[config.mk]
export PLATFORM = sky130hd
export DESIGN_NAME = tetris_core
export DESIGN_NICKNAME = d
export VERILOG_FILES = /design/src/tetris_pkg.sv /design/src/tetris_core.sv /design/src/blockgen.sv /design/src/piece_mover.sv /design/src/stack_store.sv /design/src/game_ctrl.sv
export VERILOG_INCLUDE_DIRS = /design/src /design/src/src
export SDC_FILE = /design/constraint.sdc
export NUM_CORES = 2
export LEC_CHECK = 0
export BUFFER_PORTS_ARGS = -buffer_cell sky130_fd_sc_hd__buf_2
export CAP_MARGIN = 30
export CORE_MARGIN = 5
export CORE_UTILIZATION = 30
export CTS_CLUSTER_SIZE = 20
export DETAILED_ROUTE_END_ITERATION = 8
export PLACE_DENSITY = 0.45
export SLEW_MARGIN = 15
export SYNTH_ARGS = -nofsm -noshare
export SYNTH_HDL_FRONTEND = slang
export SYNTH_HIERARCHICAL = 1
export SYNTH_SLANG_ARGS = --single-unit
[constraint.sdc]
create_clock -name clk -period 5.1 [get_ports clk]
set_clock_uncertainty 0.15 [all_clocks]
set_input_delay 0.51 -clock clk [delete_from_list [all_inputs] [get_ports clk]]
set_output_delay 0.51 -clock clk [all_outputs]
set_load 0.005 [all_outputs]
[src/tetris_settings.svh]
`ifndef TETRIS_SETTINGS_SVH
`define TETRIS_SETTINGS_SVH

`define TETRIS_ROWS    22 // row 0 is the top row
`define TETRIS_COLS    10
`define TETRIS_COLOR_W 3  // code 0 is an empty cell

`endif

[src/tetris_pkg.sv]
`default_nettype none

`include "tetris_settings.svh"

package tetris_pkg;

    typedef logic [`TETRIS_COLOR_W-1:0] color_t;
    typedef color_t [`TETRIS_COLS-1:0] row_t;
    typedef row_t [`TETRIS_ROWS-1:0] board_t; // [row][col], same shape as the display

    typedef logic [`TETRIS_COLS-1:0] mask_row_t;
    typedef mask_row_t [`TETRIS_ROWS-1:0] mask_t;

    typedef logic [$clog2(`TETRIS_ROWS)-1:0] row_idx_t;
    typedef logic [15:0] line_count_t;

    typedef enum logic [2:0] {
        LINE      = 3'd0,
        SMASHBOY  = 3'd1,
        L         = 3'd2,
        REVERSE_L = 3'd3,
        S         = 3'd4,
        Z         = 3'd5,
        T         = 3'd6
    } piece_kind_t;

    typedef enum logic [1:0] {
        MOVE_LEFT,
        MOVE_RIGHT,
        MOVE_DOWN,
        MOVE_SPAWN
    } move_op_t;

    typedef enum logic [1:0] {
        CMD_LEFT  = 2'd0,
        CMD_RIGHT = 2'd1,
        CMD_DOWN  = 2'd2
    } cmd_t;

    typedef enum logic [2:0] {
        SPAWN,
        IDLE,
        MOVE,
        MERGE,
        CLEAR,
        RESPAWN,
        ACK,
        OVER
    } ctrl_state_t;

endpackage

`default_nettype wire

[src/tetris_core.sv]
`timescale 1ns/1ps
`default_nettype none

`include "tetris_settings.svh"

interface move_if import tetris_pkg::*; ();
    move_op_t op;
    logic     start;
    logic     done;
    logic     blocked; // valid with done

    modport ctrl  (output op, output start, input done, input blocked);
    modport mover (input op, input start, output done, output blocked);
endinterface

interface stack_if import tetris_pkg::*; ();
    mask_t       occupied;
    logic        merge;
    mask_t       merge_mask;
    color_t      merge_color;
    logic        clear_start;
    logic        clear_done;
    line_count_t cleared_rows; // valid with clear_done

    modport stack (output occupied, input merge, input merge_mask, input merge_color,
                   input clear_start, output clear_done, output cleared_rows);
    modport ctrl  (output merge, output clear_start, input clear_done, input cleared_rows);
    modport mover (input occupied, output merge_mask, output merge_color);
endinterface

module tetris_core import tetris_pkg::*; (
    input  logic        clk,
    input  logic        reset,
    input  logic        cmd_req,
    input  cmd_t        cmd,
    output logic        cmd_ack,
    input  piece_kind_t next_piece,
    output board_t      display_array,
    output logic        game_over,
    output line_count_t lines_cleared
);

    mask_t  spawn_mask;
    color_t spawn_color;
    mask_t  piece_mask;
    color_t piece_color;
    board_t stack_cells;

    move_if  mv_bus ();
    stack_if st_bus ();

    blockgen u_blockgen (
        .kind        (next_piece),
        .spawn_mask  (spawn_mask),
        .spawn_color (spawn_color)
    );

    piece_mover u_mover (
        .clk         (clk),
        .reset       (reset),
        .spawn_mask  (spawn_mask),
        .spawn_color (spawn_color),
        .mv          (mv_bus),
        .st          (st_bus),
        .piece_mask  (piece_mask),
        .piece_color (piece_color)
    );

    stack_store u_stack (
        .clk   (clk),
        .reset (reset),
        .st    (st_bus),
        .cells (stack_cells)
    );

    game_ctrl u_ctrl (
        .clk           (clk),
        .reset         (reset),
        .cmd_req       (cmd_req),
        .cmd           (cmd),
        .cmd_ack       (cmd_ack),
        .mv            (mv_bus),
        .st            (st_bus),
        .game_over     (game_over),
        .lines_cleared (lines_cleared)
    );

    always_comb begin
        for (int r = 0; r < `TETRIS_ROWS; r++) begin
            for (int c = 0; c < `TETRIS_COLS; c++) begin
                // falling piece drawn over the settled cells
                display_array[r][c] = piece_mask[r][c] ? piece_color : stack_cells[r][c];
            end
        end
    end

endmodule

`default_nettype wire

[src/blockgen.sv]
`timescale 1ns/1ps
`default_nettype none

module blockgen import tetris_pkg::*; (
    input  piece_kind_t kind,
    output mask_t       spawn_mask,
    output color_t      spawn_color
);

    always_comb begin
        spawn_mask  = '0;
        spawn_color = '0;
        case (kind)
            LINE: begin // vertical bar
                spawn_color      = 3'd3;
                spawn_mask[0][4] = 1'b1;
                spawn_mask[1][4] = 1'b1;
                spawn_mask[2][4] = 1'b1;
                spawn_mask[3][4] = 1'b1;
            end
            SMASHBOY: begin // 2x2 square
                spawn_color      = 3'd6;
                spawn_mask[0][4] = 1'b1;
                spawn_mask[0][5] = 1'b1;
                spawn_mask[1][4] = 1'b1;
                spawn_mask[1][5] = 1'b1;
            end
            L: begin
                spawn_color      = 3'd7;
                spawn_mask[0][4] = 1'b1;
                spawn_mask[1][4] = 1'b1;
                spawn_mask[2][4] = 1'b1;
                spawn_mask[2][5] = 1'b1; // foot to the right
            end
            REVERSE_L: begin
                spawn_color      = 3'd1;
                spawn_mask[0][5] = 1'b1;
                spawn_mask[1][5] = 1'b1;
                spawn_mask[2][5] = 1'b1;
                spawn_mask[2][4] = 1'b1; // foot to the left
            end
            S: begin
                spawn_color      = 3'd2;
                spawn_mask[0][6] = 1'b1;
                spawn_mask[0][5] = 1'b1;
                spawn_mask[1][5] = 1'b1;
                spawn_mask[1][4] = 1'b1;
            end
            Z: begin
                spawn_color      = 3'd4;
                spawn_mask[0][4] = 1'b1;
                spawn_mask[0][5] = 1'b1;
                spawn_mask[1][5] = 1'b1;
                spawn_mask[1][6] = 1'b1;
            end
            T: begin // nub on top
                spawn_color      = 3'd5;
                spawn_mask[0][4] = 1'b1;
                spawn_mask[1][3] = 1'b1;
                spawn_mask[1][4] = 1'b1;
                spawn_mask[1][5] = 1'b1;
            end
            default: begin
                spawn_mask  = '0; // unknown kind spawns nothing
                spawn_color = '0;
            end
        endcase
    end

endmodule

`default_nettype wire

[src/piece_mover.sv]
`timescale 1ns/1ps
`default_nettype none

`include "tetris_settings.svh"

module piece_mover import tetris_pkg::*; (
    input  logic   clk,
    input  logic   reset,
    input  mask_t  spawn_mask,
    input  color_t spawn_color,
    move_if.mover  mv,
    stack_if.mover st,
    output mask_t  piece_mask,
    output color_t piece_color
);

    mask_t cand; // piece after the requested move
    logic  wall; // candidate would leave the board
    logic  hit;

    always_comb begin
        cand = '0;
        wall = 1'b0;
        case (mv.op)
            MOVE_LEFT: begin
                for (int r = 0; r < `TETRIS_ROWS; r++) begin
                    cand[r] = piece_mask[r] >> 1;
                    wall    = wall | piece_mask[r][0];
                end
            end
            MOVE_RIGHT: begin
                for (int r = 0; r < `TETRIS_ROWS; r++) begin
                    cand[r] = piece_mask[r] << 1;
                    wall    = wall | piece_mask[r][`TETRIS_COLS-1];
                end
            end
            MOVE_DOWN: begin
                cand = piece_mask << `TETRIS_COLS; // one row toward the floor
                wall = |piece_mask[`TETRIS_ROWS-1];
            end
            default: begin
                cand = spawn_mask;
            end
        endcase
    end

    assign hit = wall | (|(cand & st.occupied));

    always_ff @(posedge clk) begin
        if (reset) begin
            piece_mask <= '0;
            mv.done    <= 1'b0;
            mv.blocked <= 1'b0;
        end else begin
            mv.done <= mv.start; // answer one cycle after start
            if (mv.start) begin
                mv.blocked <= hit;
                if (!hit) begin
                    piece_mask <= cand;
                end else if (mv.op == MOVE_SPAWN) begin
                    // no room at the top, show the stack alone
                    piece_mask <= '0;
                end
            end
        end
    end

    always_ff @(posedge clk) begin
        if (mv.start && mv.op == MOVE_SPAWN && !hit) begin
            piece_color <= spawn_color;
        end
    end

    assign st.merge_mask  = piece_mask; // lock writes the piece as it stands
    assign st.merge_color = piece_color;

endmodule

`default_nettype wire

[src/stack_store.sv]
`timescale 1ns/1ps
`default_nettype none

`include "tetris_settings.svh"

module stack_store import tetris_pkg::*; (
    input  logic   clk,
    input  logic   reset,
    stack_if.stack st,
    output board_t cells
);

    logic        scanning;
    row_idx_t    scan_row; // row under test, moves bottom to top
    line_count_t count;
    logic        row_full;

    always_comb begin
        for (int r = 0; r < `TETRIS_ROWS; r++) begin
            for (int c = 0; c < `TETRIS_COLS; c++) begin
                st.occupied[r][c] = |cells[r][c];
            end
        end
    end

    assign row_full = &st.occupied[scan_row];

    always_ff @(posedge clk) begin
        if (reset) begin
            cells         <= '0; // new game starts on an empty well
            scanning      <= 1'b0;
            st.clear_done <= 1'b0;
        end else begin
            st.clear_done <= 1'b0;
            if (st.merge) begin
                for (int r = 0; r < `TETRIS_ROWS; r++) begin
                    for (int c = 0; c < `TETRIS_COLS; c++) begin
                        if (st.merge_mask[r][c]) begin
                            cells[r][c] <= st.merge_color;
                        end
                    end
                end
            end
            if (st.clear_start) begin
                scanning <= 1'b1;
                scan_row <= row_idx_t'(`TETRIS_ROWS - 1);
                count    <= '0;
            end else if (scanning) begin
                if (row_full) begin
                    // drop everything above, stay on this row and test it again
                    for (int r = 0; r < `TETRIS_ROWS; r++) begin
                        if (r == 0) begin
                            cells[r] <= '0;
                        end else if (row_idx_t'(r) <= scan_row) begin
                            cells[r] <= cells[r-1];
                        end
                    end
                    count <= count + 1'b1;
                end else if (scan_row == '0) begin
                    scanning        <= 1'b0;
                    st.clear_done   <= 1'b1;
                    st.cleared_rows <= count;
                end else begin
                    scan_row <= scan_row - 1'b1;
                end
            end
        end
    end

endmodule

`default_nettype wire

[src/game_ctrl.sv]
`timescale 1ns/1ps
`default_nettype none

module game_ctrl import tetris_pkg::*; (
    input  logic        clk,
    input  logic        reset,
    input  logic        cmd_req,
    input  cmd_t        cmd,
    output logic        cmd_ack,
    move_if.ctrl        mv,
    stack_if.ctrl       st,
    output logic        game_over,
    output line_count_t lines_cleared
);

    ctrl_state_t state;
    logic        cmd_busy; // a command is in flight, ack it when done

    always_ff @(posedge clk) begin
        if (reset) begin
            state          <= SPAWN;
            cmd_busy       <= 1'b0;
            cmd_ack        <= 1'b0;
            game_over      <= 1'b0;
            lines_cleared  <= '0;
            mv.op          <= MOVE_SPAWN;
            mv.start       <= 1'b0;
            st.merge       <= 1'b0;
            st.clear_start <= 1'b0;
        end else begin
            mv.start       <= 1'b0; // single-cycle pulses
            st.merge       <= 1'b0;
            st.clear_start <= 1'b0;
            case (state)
                SPAWN, RESPAWN: begin
                    mv.op    <= MOVE_SPAWN;
                    mv.start <= 1'b1;
                    state    <= MOVE;
                end
                IDLE: begin
                    if (cmd_req) begin
                        cmd_busy <= 1'b1;
                        case (cmd)
                            CMD_LEFT: begin
                                mv.op    <= MOVE_LEFT;
                                mv.start <= 1'b1;
                                state    <= MOVE;
                            end
                            CMD_RIGHT: begin
                                mv.op    <= MOVE_RIGHT;
                                mv.start <= 1'b1;
                                state    <= MOVE;
                            end
                            CMD_DOWN: begin
                                mv.op    <= MOVE_DOWN;
                                mv.start <= 1'b1;
                                state    <= MOVE;
                            end
                            default: begin
                                cmd_ack <= 1'b1; // unknown code, ack only
                                state   <= ACK;
                            end
                        endcase
                    end
                end
                MOVE: begin
                    if (mv.done) begin
                        if (mv.op == MOVE_SPAWN) begin
                            if (mv.blocked) begin
                                game_over <= 1'b1;
                                state     <= OVER;
                            end else if (cmd_busy) begin
                                cmd_ack <= 1'b1;
                                state   <= ACK;
                            end else begin
                                state <= IDLE; // first piece after reset
                            end
                        end else if (mv.blocked && mv.op == MOVE_DOWN) begin
                            st.merge <= 1'b1; // piece rests, lock it
                            state    <= MERGE;
                        end else begin
                            cmd_ack <= 1'b1; // wall hits are acked as well
                            state   <= ACK;
                        end
                    end
                end
                MERGE: begin
                    st.clear_start <= 1'b1;
                    state          <= CLEAR;
                end
                CLEAR: begin
                    if (st.clear_done) begin
                        lines_cleared <= lines_cleared + st.cleared_rows;
                        state         <= RESPAWN;
                    end
                end
                ACK: begin
                    if (!cmd_req) begin
                        cmd_ack  <= 1'b0;
                        cmd_busy <= 1'b0;
                        state    <= IDLE;
                    end
                end
                OVER: begin
                    // handshake only, the board stays frozen
                    if (cmd_req && !cmd_ack) begin
                        cmd_ack <= 1'b1;
                    end else if (!cmd_req) begin
                        cmd_ack <= 1'b0;
                    end
                end
            endcase
        end
    end

endmodule

`default_nettype wire

==> impl_results.md <==
* # port buffers at 685
* Part of the Yosys area used for sequential elements at 28.6%
* Congestion Overflow GR at 0
* Top Ports at 686
* Horizontal die dimension at 486 µm
* FFs w/ async S/R, synth at 0%
* Startpoint of the most critical register-to-register path: u_stack/cells[396]
* Internal power component at 0.0175 W
* RSZ-0062 raised after global routing: no
* Syn. warnings at 6
* Total via count in the routed design at 64,000
* Run status: finished clean
* Pin slew with the least headroom to its limit at 1130 ps
* Post-CTS clock slew at the launch and capture registers of the worst setup and hold paths at 60 ps
* Die footprint at 0.236 mm²
* Global-route track usage on met1 at 41.5%
* Most instantiated flip-flop cell in the synthesis netlist: sky130_fd_sc_hd__dfxtp_1
* Worst setup startpoint: u_stack/cells[396]
* Top cell type by total area after synthesis: sky130_fd_sc_hd__dfxtp_1
* Leading cell types by count after synthesis: sky130_fd_sc_hd__dfxtp_1, sky130_fd_sc_hd__mux2_2, sky130_fd_sc_hd__mux2i_1
* VDD IR-drop max at 0.413 mV
* Reported max-cap violation count at 0
* GPL Wtd Cong at 1.10
* Cts bufs inserted at 121
* Global-route met2 utilization at 46.6%
* Area fraction of the dominant cell type after synthesis at 26.8%
* Static leakage at 35.4 nW
* Reported net switching power at 0.0137 W
* Vias in the first global route at 61,300
* Post-CTS setup buffer count at 0
* Final hold violation count at 0
* Worst Setup End Kind: flip-flop
* Placeable core area at 0.225 mm²
* Relative area change from synthesis to final layout at 14.9%
* Final setup vio count at 0
* Initial antenna violation count at 39
* Post-route insts no fill at 10,700
* #FFs+latches synth at 951
* Dpl hpwl at 297,000 µm
* Total global-route track usage at 30.9%
* GR Util met3 at 5.76%
* Clock root buffer master: sky130_fd_sc_hd__clkbuf_16
* Total wirelength of the detailed-routed design at 386,000 µm
* Clock Sinks at 951
* Pin count of the biggest net entering global routing at 164
* TritonCTS clock tree: yes
* First-pass GRT wire length at 520,000 µm
* Final critical-path share of the clock period at 99.5%
* Number of slew-limit violations in the final report at 0
* Slew margin rel. at 24.4%
* Die extent in y at 486 µm
* Achievable frequency at 197 MHz
* Critical Path Start Type: flip-flop
* Starting DRC count in detailed routing at 7,041
* Largest cells by area after synthesis: sky130_fd_sc_hd__dfxtp_1, sky130_fd_sc_hd__mux2_2, sky130_fd_sc_hd__mux2i_1
* Arrival time of data at the critical path endpoint at 5620 ps
* Layer with the highest usage after global routing: met2
* Worst hold-check slack at 69.2 ps
* Remaining antenna violation count after routing at 0
* CTS H-Tree Depth at 3
* Switching power as a share of total power at 44.0%
* Final routed wire length divided by cell count at 36.1 µm
* DRT Pass-1 Iters at 9
* Nets@finish at 7,602
* DR DRC count at 0
* Classification of the worst setup path: reg2reg
* Clock insertion delay at the later pin of the skew report at 830 ps
* Post-detailed-route via-to-cell ratio at 5.99
* Synthesized instance count at 7,264
* Part of the power in the clock network at 29.8%
* Min Tclk post-route at 5070 ps
* Sequential Power Share at 33.2%
* Number of synthesized flops with an enable pin at 40
* Mean area per synthesized cell at 9.35 µm²
* Sum of negative setup slack at 0 ps
* Beginning of the worst hold path: next_piece[1]
* Effective utilization at floorplan at 30.2%
* Most numerous cell in the Yosys netlist: sky130_fd_sc_hd__dfxtp_1
* Max clock buf depth at 3
* Post-synthesis cell type count at 93
* Portion of total power attributed to combinational logic at 37.0%
* Netlist Area Pre-Place at 0.0679 mm²
* Placed insts at 10,400
* Proportion of layout cells with a drive suffix above 1 at 36.4%
* Pwr dens at 400 mW/mm²
* Top fanout value on the critical path at 80
* Required time of the critical path at 5640 ps
* Count of standard-cell rows at 174
* Worst Hold Class: in2reg
-- metal layers --
layer | vias up | share of wire [%] | routed length [µm]
li1 | 27600 | - | -
met1 | 32300 | 43 | 166000
met2 | 3327 | 43 | 166000
met3 | 662 | 7.8 | 30000
met4 | 20 | 6.3 | 24100
met5 | - | 0.045 | 174
-- placed cells by master, fill, tap and decap left out, types with 136 or more instances in the layout --
cell                       netlist  final
sky130_fd_sc_hd__a31o_2        136    136
sky130_fd_sc_hd__o311ai_0      220    220
sky130_fd_sc_hd__o21ai_1       207    206
sky130_fd_sc_hd__nand2_1       388    388
sky130_fd_sc_hd__conb_1          1    210
sky130_fd_sc_hd__buf_4         444    323
sky130_fd_sc_hd__mux2i_1       780    780
sky130_fd_sc_hd__buf_2         138    684
sky130_fd_sc_hd__or3_1         230    230
sky130_fd_sc_hd__dfxtp_1       911    908
sky130_fd_sc_hd__mux2_2        880    880
sky130_fd_sc_hd__nor3_1        655    651
sky130_fd_sc_hd__a21oi_1       164    163
sky130_fd_sc_hd__a211oi_2      361    361
-- state kept, by name (all words and copies together), names as in the netlist --
register	flops
u_ctrl/cmd_ack	1
u_ctrl/cmd_busy	1
u_ctrl/game_over	1
u_ctrl/lines_cleared	16
u_ctrl/mv.op	2
u_ctrl/mv.start	1
u_ctrl/st.clear_start	1
u_ctrl/st.merge	1
u_ctrl/state	3
u_mover/mv.blocked	1
u_mover/mv.done	1
u_mover/piece_color	3
u_mover/piece_mask	220
u_stack/cells	660
u_stack/count	16
u_stack/scan_row	5
u_stack/scanning	1
u_stack/st.clear_done	1
u_stack/st.cleared_rows	16
-- power groups by stage --
stage                     clock network [W]  registers, W  logic [W]
after floorplan                           0       0.00918    0.00705
after global placement                    0        0.0104     0.0112
after detailed placement                  0        0.0104     0.0112
after CTS                           0.00945        0.0103     0.0112
after global routing                0.00972        0.0103     0.0118
final                               0.00930        0.0104     0.0115
-- critical path, stage by stage (launching register included) --
cell	delay, ps
sky130_fd_sc_hd__dfxtp_1	340
sky130_fd_sc_hd__or3_1	540
sky130_fd_sc_hd__a222oi_1	600
sky130_fd_sc_hd__buf_4	250
sky130_fd_sc_hd__mux2i_1	180
sky130_fd_sc_hd__a2111oi_0	490
sky130_fd_sc_hd__nand3_1	220
sky130_fd_sc_hd__a221o_1	430
sky130_fd_sc_hd__or4_4	560
sky130_fd_sc_hd__or4b_4	560
sky130_fd_sc_hd__buf_12	210
sky130_fd_sc_hd__o21ai_1	250
-- layout make-up --
type | count | area, µm²
Fill cell | 23300 | 147000
Multi-Input combinational cell | 5276 | 42300
Sequential cell | 951 | 19400
Timing Repair Buffer | 1110 | 7860
Tap cell | 2992 | 3740
Clock buffer | 176 | 3590
Clock inverter | 48 | 662
Inverter | 108 | 412
Antenna cell | 14 | 35.0
-- kinds of logic (layout without fill, tap and decap cells) --
| logic type | Yosys count | after routing | share of synthesized area, % |
|---|---|---|---|
| buffers and inverters | 1246 | 1442 | 10.5 |
| other | 1 | 224 | 0.00552 |
| XOR/XNOR | 20 | 20 | 0.258 |
| adder cells (fa/ha/maj) | 26 | 26 | 0.490 |
| multiplexers | 1709 | 1709 | 27.6 |
| flip-flops | 951 | 951 | 28.6 |
| AND/OR/NAND/NOR | 1692 | 1692 | 12.5 |
| AO/OA/AOI/OAI | 1619 | 1619 | 20.0 |
-- timing repair --
item	4_1_cts	5_1_grt
hold buffers	4	0
hold endpoints to repair	5	0
endpoints found under the setup margin	0	1
gates resized for setup	0	1
-- stage by stage --
stage / instance area (µm²) / worst slack (ps) / power (W) / utilization [%]
final: 78000 / 28.0 / 0.0312 / 34.7
after global routing: 78000 / 117 / 0.0319 / 34.6
after CTS: 78000 / 216 / 0.0309 / 34.6
after detailed placement: 73700 / 278 / 0.0216 / 32.7
after global placement: 73600 / 61.7 / 0.0216 / 32.7
after floorplan: 68700 / 280 / 0.0162 / -
-- worst paths after layout --
kind	endpoint	cells past startpoint	slack (ps)
max	u_mover/piece_mask[81]	11	30
min reg2reg	u_ctrl/lines_cleared[0]	2	320
max reg2reg	u_mover/piece_mask[81]	11	30
min	u_mover/piece_color[2]	3	70
Power figures use the tool's default switching activity.
